==> src/logic/jsonUartPkg.sv <==
package jsonUartPkg;

    localparam int maxMsgLen = 27;          // Longest frame, spin commands
    localparam int msgIdxW   = 5;           // Byte index width, covers 0..31

    // Drive commands, values match the switch codes
    typedef enum logic [2:0] {
        cmdStop      = 3'd0,                // L 0, R 0
        cmdSpinLeft  = 3'd1,                // L -0.25, R 0.25
        cmdSpinRight = 3'd2,                // L 0.25, R -0.25
        cmdCruise    = 3'd3,                // L 0.25, R 0.25
        cmdSprint    = 3'd5                 // L 0.5, R 0.5
    } driveCmd_e;

    typedef enum logic [2:0] {
        seqGap,                             // Idle gap between frames
        seqLoad,                            // Latch command for the frame
        seqSend,                            // Offer message bytes
        seqDrain,                           // Wait out the last byte
        seqDone                             // Frame end strobe
    } seqState_e;

    typedef enum logic [1:0] {
        parNone,                            // 8N1
        parOdd,
        parEven
    } parity_e;

    // LED status word, busy on the top LED
    typedef struct packed {
        logic       busy;                   // Frame in progress
        logic [5:0] spare;                  // Tied low
        driveCmd_e  cmd;                    // Latched command
        logic [7:0] lastByte;               // Last byte taken by the UART
    } ledStatus_t;

endpackage

==> src/logic/driveCommandReg.sv <==
`timescale 1ns/1ps

module driveCommandReg import jsonUartPkg::*; (
    input  logic      clk,
    input  logic      rst,
    input  logic [2:0] stateControl,        // Raw switches, asynchronous
    input  logic      cmdLoad,              // Frame start strobe from sequencer
    output driveCmd_e cmd                   // Command for the current frame
);

    logic [2:0] syncMeta;                   // First synchroniser stage
    logic [2:0] syncOut;                    // Second stage, safe to use
    driveCmd_e  mappedCmd;                  // Decoded switch value

    // Two-flop synchroniser on the switch bus
    always_ff @(posedge clk or posedge rst) begin
        if (rst) begin
            syncMeta <= 3'd0;
            syncOut  <= 3'd0;
        end else begin
            syncMeta <= stateControl;
            syncOut  <= syncMeta;
        end
    end

    // Unlisted codes fall back to stop
    always_comb begin
        case (syncOut)
            3'd1:    mappedCmd = cmdSpinLeft;
            3'd2:    mappedCmd = cmdSpinRight;
            3'd3:    mappedCmd = cmdCruise;
            3'd5:    mappedCmd = cmdSprint;
            default: mappedCmd = cmdStop;   // 0, 4, 6, 7
        endcase
    end

    // Only updates between frames, so a frame never mixes commands
    always_ff @(posedge clk or posedge rst) begin
        if (rst) begin
            cmd <= cmdStop;
        end else if (cmdLoad) begin
            cmd <= mappedCmd;
        end
    end

endmodule

==> src/logic/frameSequencer.sv <==
`timescale 1ns/1ps

module frameSequencer import jsonUartPkg::*; #(
    parameter int gapCycles = 0                 // Idle cycles between frames
) (
    input  logic               clk,
    input  logic               rst,
    input  driveCmd_e          cmd,             // Command of the current frame
    input  logic [7:0]         msgByte,         // ROM byte at byteIdx
    input  logic [msgIdxW:0]   msgLen,          // ROM frame length
    input  logic               txReady,         // UART can take a byte
    output logic               cmdLoad,         // Latch strobe to command reg
    output logic [msgIdxW-1:0] byteIdx,         // ROM address
    output logic [7:0]         txData,          // Byte offered to UART
    output logic               txValid,         // Offer strobe, held to accept
    output logic               done,            // One cycle at frame end
    output ledStatus_t         status           // LED word
);

    localparam int gapW = (gapCycles > 0) ? $clog2(gapCycles + 1) : 1;

    seqState_e        state;
    logic [gapW-1:0]  gapCnt;                   // Gap timer
    logic [7:0]       lastByte;                 // Last accepted byte
    logic             lastIdx;                  // Offering the final byte

    assign lastIdx = ({1'b0, byteIdx} == (msgLen - {{msgIdxW{1'b0}}, 1'b1}));

    // Strobes decoded straight from the state
    assign cmdLoad = (state == seqLoad);
    assign done    = (state == seqDone);

    always_ff @(posedge clk or posedge rst) begin
        if (rst) begin
            state    <= seqGap;
            gapCnt   <= '0;
            byteIdx  <= '0;
            txValid  <= 1'b0;
            lastByte <= 8'h00;
        end else begin
            case (state)
                seqGap: begin
                    if (gapCnt == gapW'(gapCycles)) begin
                        gapCnt <= '0;
                        state  <= seqLoad;
                    end else begin
                        gapCnt <= gapCnt + 1'b1;
                    end
                end
                seqLoad: begin
                    byteIdx <= '0;              // cmd valid from next cycle
                    state   <= seqSend;
                end
                seqSend: begin
                    if (!txValid) begin
                        txValid <= 1'b1;        // Byte captured below
                    end else if (txReady) begin // Accept
                        txValid  <= 1'b0;
                        lastByte <= txData;
                        if (lastIdx) begin
                            state <= seqDrain;
                        end else begin
                            byteIdx <= byteIdx + 1'b1;
                        end
                    end
                end
                seqDrain: begin
                    if (txReady) state <= seqDone;  // Stop bit of newline sent
                end
                seqDone: state <= seqGap;
                default: state <= seqGap;
            endcase
        end
    end

    // Offered byte, stable while txValid is high
    always_ff @(posedge clk) begin
        if (state == seqSend && !txValid) begin
            txData <= msgByte;
        end
    end

    always_comb begin
        status.busy     = (state == seqLoad) || (state == seqSend) || (state == seqDrain);
        status.spare    = '0;
        status.cmd      = cmd;
        status.lastByte = lastByte;
    end

endmodule

==> src/logic/jsonMessageRom.sv <==
`timescale 1ns/1ps

module jsonMessageRom import jsonUartPkg::*; (
    input  driveCmd_e            cmd,       // Latched drive command
    input  logic [msgIdxW-1:0]   byteIdx,   // Byte position in the frame
    output logic [7:0]           msgByte,   // ASCII byte at byteIdx
    output logic [msgIdxW:0]     msgLen     // Frame length incl. newline
);

    localparam int lastPos = maxMsgLen - 1;     // Index of the final slot
    localparam logic [7:0] newLine = 8'h0A;

    // Messages left aligned, first char in the top byte
    // Unused tail slots hold newlines so an overrun reads '\n'
    localparam logic [8*maxMsgLen-1:0] spinLeftMsg = {
        "{\"T\":1,\"L\":-0.25,\"R\":0.25}",     // 26 chars, minus is 0x2D
        newLine                                  // 27 total
    };

    localparam logic [8*maxMsgLen-1:0] spinRightMsg = {
        "{\"T\":1,\"L\":0.25,\"R\":-0.25}",     // Mirror of spin left
        newLine
    };

    localparam logic [8*maxMsgLen-1:0] cruiseMsg = {
        "{\"T\":1,\"L\":0.25,\"R\":0.25}",      // 25 chars
        newLine,
        newLine                                  // Pad slot
    };

    localparam logic [8*maxMsgLen-1:0] sprintMsg = {
        "{\"T\":1,\"L\":0.5,\"R\":0.5}",        // 23 chars
        newLine,
        {3{newLine}}                             // Pad slots
    };

    localparam logic [8*maxMsgLen-1:0] stopMsg = {
        "{\"T\":1,\"L\":0,\"R\":0}",            // 19 chars
        newLine,
        {7{newLine}}                             // Pad slots
    };

    logic [8*maxMsgLen-1:0] msgVec;             // Selected message image

    // Pick the message and its length
    always_comb begin
        case (cmd)
            cmdSpinLeft: begin
                msgVec = spinLeftMsg;
                msgLen = (msgIdxW+1)'(27);
            end
            cmdSpinRight: begin
                msgVec = spinRightMsg;
                msgLen = (msgIdxW+1)'(27);
            end
            cmdCruise: begin
                msgVec = cruiseMsg;
                msgLen = (msgIdxW+1)'(26);
            end
            cmdSprint: begin
                msgVec = sprintMsg;
                msgLen = (msgIdxW+1)'(24);
            end
            default: begin
                msgVec = stopMsg;                // Stop and anything unknown
                msgLen = (msgIdxW+1)'(20);
            end
        endcase
    end

    // Byte lookup, index 0 is the opening brace
    always_comb begin
        if (int'(byteIdx) <= lastPos) begin
            msgByte = msgVec[8*(lastPos - int'(byteIdx)) +: 8];
        end else begin
            msgByte = newLine;                   // Index 27..31
        end
    end

endmodule

==> src/logic/jsonUartTop.sv <==
`timescale 1ns/1ps

module jsonUartTop import jsonUartPkg::*; #(
    parameter int      clksPerBit = 434,        // Bit period in clocks
    parameter int      gapCycles  = 0,          // Idle cycles between frames
    parameter parity_e parityMode = parNone     // 8N1 by default
) (
    input  logic       clk,
    input  logic       rst,
    input  logic [2:0] stateControl,            // Drive command switches
    output logic       txLine,                  // UART out to the robot
    output ledStatus_t ledr,                    // Status LEDs
    output logic       done                     // Frame complete strobe
);

    driveCmd_e          cmd;                    // Latched command
    logic               cmdLoad;
    logic [msgIdxW-1:0] byteIdx;
    logic [7:0]         msgByte;
    logic [msgIdxW:0]   msgLen;
    logic [7:0]         txData;
    logic               txValid;
    logic               txReady;

    driveCommandReg driveCommandReg_i (
        .clk          (clk),
        .rst          (rst),
        .stateControl (stateControl),
        .cmdLoad      (cmdLoad),
        .cmd          (cmd)
    );

    jsonMessageRom jsonMessageRom_i (
        .cmd     (cmd),
        .byteIdx (byteIdx),
        .msgByte (msgByte),
        .msgLen  (msgLen)
    );

    frameSequencer #(
        .gapCycles (gapCycles)
    ) frameSequencer_i (
        .clk     (clk),
        .rst     (rst),
        .cmd     (cmd),
        .msgByte (msgByte),
        .msgLen  (msgLen),
        .txReady (txReady),
        .cmdLoad (cmdLoad),
        .byteIdx (byteIdx),
        .txData  (txData),
        .txValid (txValid),
        .done    (done),
        .status  (ledr)
    );

    uartTx #(
        .clksPerBit (clksPerBit),
        .parityMode (parityMode)
    ) uartTx_i (
        .clk     (clk),
        .rst     (rst),
        .txData  (txData),
        .txValid (txValid),
        .txReady (txReady),
        .txLine  (txLine)
    );

endmodule

==> src/logic/uartTx.sv <==
`timescale 1ns/1ps

module uartTx import jsonUartPkg::*; #(
    parameter int      clksPerBit = 434,        // 115200 baud at 50 MHz
    parameter parity_e parityMode = parNone
) (
    input  logic       clk,
    input  logic       rst,
    input  logic [7:0] txData,                  // Byte to send
    input  logic       txValid,                 // Byte offered
    output logic       txReady,                 // Idle, can accept
    output logic       txLine                   // Serial out, idles high
);

    localparam int perW      = (clksPerBit > 1) ? $clog2(clksPerBit) : 1;
    localparam int frameBits = (parityMode == parNone) ? 10 : 11;
    localparam int lastBit   = frameBits - 1;   // Stop bit position

    logic            busy;                      // Frame on the line
    logic [perW-1:0] periodCnt;                 // Cycles within a bit
    logic [3:0]      bitCnt;                    // 0 start, 1..8 data, then parity/stop
    logic [7:0]      shReg;                     // Data bits, LSB out first
    logic            parBit;                    // Parity of the latched byte
    logic [3:0]      nextBit;                   // Position entered next

    assign txReady = !busy;
    assign nextBit = bitCnt + 4'd1;

    always_ff @(posedge clk or posedge rst) begin
        if (rst) begin
            busy      <= 1'b0;
            periodCnt <= '0;
            bitCnt    <= 4'd0;
            txLine    <= 1'b1;
        end else if (!busy) begin
            txLine <= 1'b1;
            if (txValid) begin                  // Accept, start bit next cycle
                busy      <= 1'b1;
                periodCnt <= '0;
                bitCnt    <= 4'd0;
                txLine    <= 1'b0;
            end
        end else if (periodCnt == perW'(clksPerBit - 1)) begin
            periodCnt <= '0;
            bitCnt    <= nextBit;
            if (bitCnt == 4'(lastBit)) begin
                busy   <= 1'b0;                 // Ready again next cycle
                txLine <= 1'b1;
            end else if (nextBit <= 4'd8) begin
                txLine <= shReg[0];             // Data bit
            end else if (nextBit == 4'd9 && parityMode != parNone) begin
                txLine <= parBit;
            end else begin
                txLine <= 1'b1;                 // Stop bit
            end
        end else begin
            periodCnt <= periodCnt + 1'b1;
        end
    end

    // Payload path
    always_ff @(posedge clk) begin
        if (!busy && txValid) begin
            shReg  <= txData;
            parBit <= (parityMode == parOdd) ? ~^txData : ^txData;
        end else if (busy && periodCnt == perW'(clksPerBit - 1)
                     && nextBit <= 4'd8) begin
            shReg <= shReg >> 1;                // Next data bit to LSB
        end
    end

endmodule

==> config.mk <==
export PLATFORM = sky130hd
export DESIGN_NAME = jsonUartTop
export DESIGN_NICKNAME = d
export VERILOG_FILES = /design/src/logic/jsonUartPkg.sv /design/src/logic/driveCommandReg.sv /design/src/logic/frameSequencer.sv /design/src/logic/jsonMessageRom.sv /design/src/logic/jsonUartTop.sv /design/src/logic/uartTx.sv
export SDC_FILE = /design/constraint.sdc
export NUM_CORES = 1
export LEC_CHECK = 0
export BUFFER_PORTS_ARGS = -buffer_cell sky130_fd_sc_hd__buf_2
export CAP_MARGIN = 40
export CORE_ASPECT_RATIO = 0.8
export CORE_MARGIN = 2
export CORE_UTILIZATION = 25
export DETAILED_ROUTE_END_ITERATION = 8
export GPL_ROUTABILITY_DRIVEN = 0
export PLACE_DENSITY = 0.43
export SLEW_MARGIN = 20
export SYNTH_ARGS = -nofsm -noshare
export SYNTH_HDL_FRONTEND = slang
export SYNTH_SLANG_ARGS = --single-unit
==> constraint.sdc <==
create_clock -name clk -period 4.3 [get_ports clk]
set_clock_uncertainty 0.05 [all_clocks]
set_input_delay 0.215 -clock clk [delete_from_list [all_inputs] [get_ports clk]]
set_output_delay 0.215 -clock clk [all_outputs]
set_load 0.02 [all_outputs]
; Yosys cells after proc, flatten, opt, wreduce, memory -nomap -nowiden
; Cells that the tools add are included.
[op_classes]
add_sub_neg = 6
order_cmp = 2
eq_ne = 22
shift = 1
muxes = 33
n_bitwise = 1
reduce_logical = 17
[op_table]
columns = op, n
row1 = 125-bit one-hot mux with 4 select lines, 1
row2 = 216-bit by 32-bit variable part select with 8-bit output, 1
row3 = 9-bit two-way mux, 3
row4 = 3-bit one-hot mux with 4 select lines, 2
row5 = 3-bit by 2-bit == test with 1-bit output (second input constant), 6
row6 = 8-bit two-way mux, 2
row7 = 3-bit two-way mux, 5
row8 = 5-bit two-way mux, 3
row9 = 1-bit two-way mux, 12
row10 = 4-bit two-way mux, 3
row11 = 4-bit one-hot mux with 3 select lines, 1
row12 = 2-bit inequality test (second input constant), 5
row13 = 5-bit one-hot mux with 2 select lines, 1
row14 = 9-bit by 1-bit adder with 9-bit output (second input constant), 1
row15 = 3-bit by 1-bit == test with 1-bit output (second input constant), 3
row16 = 3-bit == test (second input constant), 3
row17 = 9-bit == test (second input constant), 1
row18 = 5-bit by 6-bit == test with 1-bit output, 1
row19 = 2-bit nonzero test, 3
row20 = 5-bit by 1-bit subtractor with 6-bit output (second input constant), 1
row21 = 5-bit by 5-bit subtractor with 6-bit output (first input constant), 1
row22 = 5-bit by 1-bit adder with 5-bit output (second input constant), 1
row23 = 5-bit less-or-equal comparator (second input constant), 1
row24 = 5-bit AND reduction, 1
row25 = other kinds (14), 20
[word_totals]
reg_bits = 58
in_bits = 5
output_inout_bits = 20
elab_cells = 96

; Depth between registers and ports, before layout
[logic_depth]
word_depth = 9
ltp_mapped = 10
ltp_nobuf = 9

; By module
; Synthesis repeated with hierarchy kept, for this count alone.
[hier_totals]
hier_cells = 464
area_unflattened_um2 = 4051.4
[by_module_without_submodules]
columns = mod, instances, cells_per_inst, area_per_inst_um2, seq_area_each_um2
row1 = jsonMessageRom, 1, 214, 1331.3, 0.0
row2 = frameSequencer, 1, 109, 1233.7, 665.6
row3 = uartTx, 1, 123, 1203.7, 616.8
row4 = driveCommandReg, 1, 18, 282.8, 225.2

; Least setup slack after synthesis
; Ideal clock, no wire load.
[synth_timing]
path_kind = flip-flop to flip-flop
startpoint = register driveCommandReg_i.cmd[0]
endpoint = register frameSequencer_i.state[0]
setup_ns = 0.094
arrival_time_ns = 2.402
required_time_ns = 4.156
slack_ns = 1.754
path_stages_with_launch = 11
path_buffers = 1
synth_period_minus_slack_ns = 2.546
cell_sequence = dfrtp_1 > buf_2 > xor2_1 > nor2b_1 > inv_1 > ha_1 > xnor2_1 > or3_1 > a221oi_4 > a31oi_1 > a211oi_1
[synth_via]
elab_chain_len = 7
word_cells_on_any_way = 10
classes_between = add/sub: 1 / eq/ne: 6 / mux: 1 / reduce/logical: 2
[synth_rtl]
columns = item, line_no
row1 = "start, declared", driveCommandReg.sv:8  ; output driveCmd_e cmd
row2 = "start signal, assigned", driveCommandReg.sv:40  ; cmd <= cmdStop;
row3 = "start signal, assigned", driveCommandReg.sv:42  ; cmd <= mappedCmd;
row4 = 3-bit by 1-bit == test with 1-bit output or 3-bit by 2-bit == test with 1-bit output (tied branches), jsonMessageRom.sv:47  ; case (cmd)
row5 = 2-bit OR reduction (no source line), n/a
row6 = 4-bit one-hot mux with 3 select lines *, jsonMessageRom.sv:47
row7 = 5-bit by 1-bit subtractor with 6-bit output *, frameSequencer.sv:27  ; assign lastIdx = ({1'b0, byteIdx} == (msgLen - {{msgIdxW{1'b0}}, 1'b1}));
row8 = 5-bit by 6-bit == test with 1-bit output *, frameSequencer.sv:27
row9 = 2-bit by 1-bit inequality test with 1-bit output (no source line) *, n/a
row10 = 5-bit AND reduction (no source line) *, n/a
row11 = "end signal, assigned", frameSequencer.sv:35  ; state <= seqGap;
row12 = "end signal, assigned", frameSequencer.sv:45  ; state <= seqLoad;
row13 = "end signal, assigned", frameSequencer.sv:52  ; state <= seqSend;
row14 = "end, declared", frameSequencer.sv:22  ; seqState_e state;
; Every way passes the cells marked *; elsewhere a longest branch is shown, timed or not.
; A chain may end at the register's enable or synchronous reset.

; Final worst setup path
[layout_timing]
startpoint = register frameSequencer_i.byteIdx[1]
endpoint = register frameSequencer_i.txData[4] (data pin)
[layout_via]
elab_chain_len = 2
word_cells_on_any_way = 3
classes_between = add/sub: 1 / order compare: 1 / shift: 1
[layout_rtl]
columns = item, line_no
row1 = "start, declared", frameSequencer.sv:13  ; output logic [msgIdxW-1:0] byteIdx,
row2 = "start signal, assigned", frameSequencer.sv:63  ; byteIdx <= byteIdx + 1'b1;
row3 = 5-bit by 5-bit subtractor with 6-bit output, jsonMessageRom.sv:74  ; msgByte = msgVec[8*(lastPos - int'(byteIdx)) +: 8];
row4 = 216-bit by 32-bit variable part select with 8-bit output, jsonMessageRom.sv:74
row5 = "end signal, assigned", frameSequencer.sv:79  ; txData <= msgByte;
row6 = "end, declared", frameSequencer.sv:14  ; output logic [7:0] txData,
; Parallel ways exist; a longest one is shown, timed or not.

==> flow_metrics.py <==
metrics = {
    "setup_path": {
        "regToRegStartpoint": "frameSequencer_i.byteIdx[1]$_DFFE_PP0P_",
        "maximum_net_fanout_on_the_critical_path": 26,
        "reg2reg_path_depth": 6,
        "worstReg2RegEnd": "frameSequencer_i.txData[4]$_SDFFCE_PN0P_",
        "worst_setup_path_start_kind": "register",
        "crit_path_end_kind": "register",
        "worst_case_register_to_register_setup_slack_ps": 1260,
        "startpoint_to_endpoint_class_of_the_critical_path": "reg -> reg",
        "worstPathArrival_ps": 3010,
        "crit_required_ps": 4270,
    },
    "place": {
        "io_buffer_count": 17,
        "instance_area_at_placement_mm2": 0.00414,
        "dp_hpwl_um": 7660,
        "place_inst": 671,
    },
    "power": {
        "max-vdd-ir-drop_uv": 142,
        "power.density_cell_area_mw_per_mm2": 247,
        "total_leakage_power_nw": 1.61,
    },
    "logic_synthesis": {
        "synth.top_cells.by_count": "nand2_1, o21ai_0, dfrtp_1, nor2_1, clkbuf_1",
        "mappedNetlistArea_mm2": 0.00391,
        "synth_seq_area_share_pct": 36.4,
        "yosys.area.top_type_share_pct": 25.0,
        "synth.area.top_cells": "dfrtp_1, edfxtp_1, nand2_1, o21ai_0, nor2_1",
        "synth_most_common_cell": "nand2_1",
        "synth_top_cell_by_area": "dfrtp_1",
        "synth_enable_flop_cells": 14,
        "synth_ff_type": "dfrtp_1",
        "synthCells": 470,
        "yosys_warnings": 0,
        "post_synth_num_cell_types": 72,
        "synth_seq_cells": 54,
        "synthArstFlopShare_pct": 74.1,
        "postSynthAreaPerCell_um2": 8.32,
    },
    "drt": {
        "drtPass1Iterations": 5,
        "route.vias.total": 3553,
        "route.detailed.drc": 0,
        "dr.first_iter.drc_count": 404,
        "detail_route.vias_per_cell": 5.20,
        "antenna_left": 0,
        "drt_wirelength_um": 10900,
        "avgRoutedWirePerCell_um": 16.0,
    },
    "timing": {
        "rsz0062_at_grt": "false",
        "hold_viol": 0,
        "finalSetupViolCount": 0,
        "finalSetupTns_ps": 0,
        "timing.final.crit_share_pct": 70.7,
        "final_period_minus_worst_setup_slack_ps": 3040,
        "achievable_frequency_mhz": 329,
        "maxSlewHeadroom_pct": 48.2,
        "drv_slew": 0,
        "slew_worst_pin_ps": 777,
    },
    "clock_tree": {
        "post_cts.resized_instances": 0,
        "cts_inserted_buffers": 5,
        "cts_tree": "yes",
        "numClockSinks": 54,
        "cts_max_level": 2,
        "clkLatencyLatePin_ps": 300,
        "cts_hold_buf": 3,
        "post_cts.repair.setup_buffers": 0,
        "clk_pin_slew_worst_paths_ps": 70,
        "max-clock-path-buffers": 2,
        "cts.root.buffer_cell": "clkbuf_16",
    },
    "layout": {
        "insertedDiodeCount": 0,
        "layout-area-overhead-vs-synth_pct": 11.2,
        "final_design_area_no_fill_mm2": 0.00435,
        "finish.net_count": 484,
        "final_cells": 683,
        "layout-drive-gt1-share_pct": 11.6,
        "postLayoutCoreUtil_pct": 28.7,
    },
    "die": {
        "floorplan.die.width_um": 144,
        "rows": 40,
        "core_area_mm2": 0.0152,
        "fp.dieH_um": 116,
        "dieArea_mm2": 0.0167,
        "boundaryPins": 25,
        "start_util_pct": 25.8,
    },
    "global_route": {
        "globalRoute.totalOverflow": 0,
        "grt_max_degree": 41,
        "number_of_global_route_vias_before_repair": 3243,
        "antenna_violations_before_repair": 0,
        "grt_pass1_wl_um": 17800,
        "grt.total_usage_pct": 13.6,
    },
    "run_status": {
        "run_status": "complete, no violations",
    },
    "hold_path": {
        "timing.hold.worst.class": "in -> async",
    },
    "job": {
        "max_cap_violations": 0,
    },
}
[layout by cell type (no fill, tap or decap), drive strengths merged, types with 3 or more instances in the layout]
master and instances:
nand2 81, inv 14, a21boi 3, nand2b 8, edfxtp 14, xor2 5
a311oi 4, mux2i 6, nor2 26, a2111oi 4, a211o 3, o21ai 40
clkbuf 5, a221oi 3, and3 6, dlygate4sd3 3, dfrtp 39, nor3 12
a32oi 3, xnor2 8, nand4 3, a21oi 16, o41ai 5, nor4 3
conb 7, o31ai 9, a211oi 11, nor2b 10, buf 32, and2 4
o211ai 9, nor3b 3, o21a 3, nand3 16, a31oi 8, or3 3
ha 7
[metal layers]
metal  track usage, %  up-vias  wire, µm
li1                 -     1704         -
met1             20.5     1698      5520
met2             19.2      134      4550
met3             3.31       17       710
met4             3.27        0       159
met5                0        -         0
[worst max path at each step]
stage                                             from                                       end  slack, ps
2_1_floorplan     driveCommandReg_i.cmd[0]$_DFFE_PP0P_     frameSequencer_i.state[0]$_DFFE_PP0P_       1750
3_3_place_gp   frameSequencer_i.byteIdx[0]$_DFFE_PP0P_  frameSequencer_i.txData[1]$_SDFFCE_PN1P_       1130
3_5_place_dp   frameSequencer_i.byteIdx[1]$_DFFE_PP0P_  frameSequencer_i.txData[3]$_SDFFCE_PN1P_       1310
4_1_cts        frameSequencer_i.byteIdx[1]$_DFFE_PP0P_  frameSequencer_i.txData[3]$_SDFFCE_PN1P_       1300
5_1_grt        frameSequencer_i.byteIdx[1]$_DFFE_PP0P_  frameSequencer_i.txData[2]$_SDFFCE_PN0P_       1020
6_report       frameSequencer_i.byteIdx[1]$_DFFE_PP0P_  frameSequencer_i.txData[4]$_SDFFCE_PN0P_       1260
[critical path, stage by stage, from the launching register on]
cell      delay, ps
dfrtp_1         580
ha_1            650
xor2_4          600
nand2_1         320
a31oi_1         300
o2111a_1        200
a211oi_1         70
[power by group]
part	switching [mW]	internal [mW]	leakage, nW
clock network	0.191	0.273	0.0836
registers	0.00434	0.528	0.589
logic	0.0548	0.0255	0.938
total	0.250	0.826	1.61
[per-stage QoR]
stage / power [mW] / hold WS, ps / setup WS (ps)
final: 1.08 / 1.28 / 1260
after global routing: 1.12 / 71.5 / 1020
after CTS: 1.10 / 24.0 / 1300
after detailed placement: 0.621 / 275 / 1310
after global placement: 0.622 / 272 / 1130
after floorplan: 0.602 / 196 / 1750
[layout make-up]
class	count	area, µm²
multi-input cells	362	2220
clock inverters	3	40.0
repair buffers	35	230
inverters	14	52.6
fillers	1605	10800
well taps	210	263
flip-flops and latches	54	1420
clock buffers	5	125
[registers in the layout (all words and copies together), names as in the netlist]
register	flops
driveCommandReg_i.cmd	3
driveCommandReg_i.syncMeta	3
driveCommandReg_i.syncOut	3
frameSequencer_i.byteIdx	5
frameSequencer_i.lastByte	7
frameSequencer_i.state	3
frameSequencer_i.txData	7
frameSequencer_i.txValid	1
uartTx_i.bitCnt	4
uartTx_i.busy	1
uartTx_i.periodCnt	9
uartTx_i.shReg	7
uartTx_i.txLine	1
[kinds of logic after synthesis]
group | Yosys count | share of synthesized area, %
and+or+nand+nor | 187 | 23.0
AOI/OAI and AO/OA | 140 | 25.2
buffers and inverters | 60 | 7.52
DFF | 54 | 36.4
xor gates and xnor gates | 13 | 3.39
muxes | 8 | 2.21
adders and majority gates | 7 | 2.24
other | 1 | 0.0959
Power figures use the tool's default switching activity.
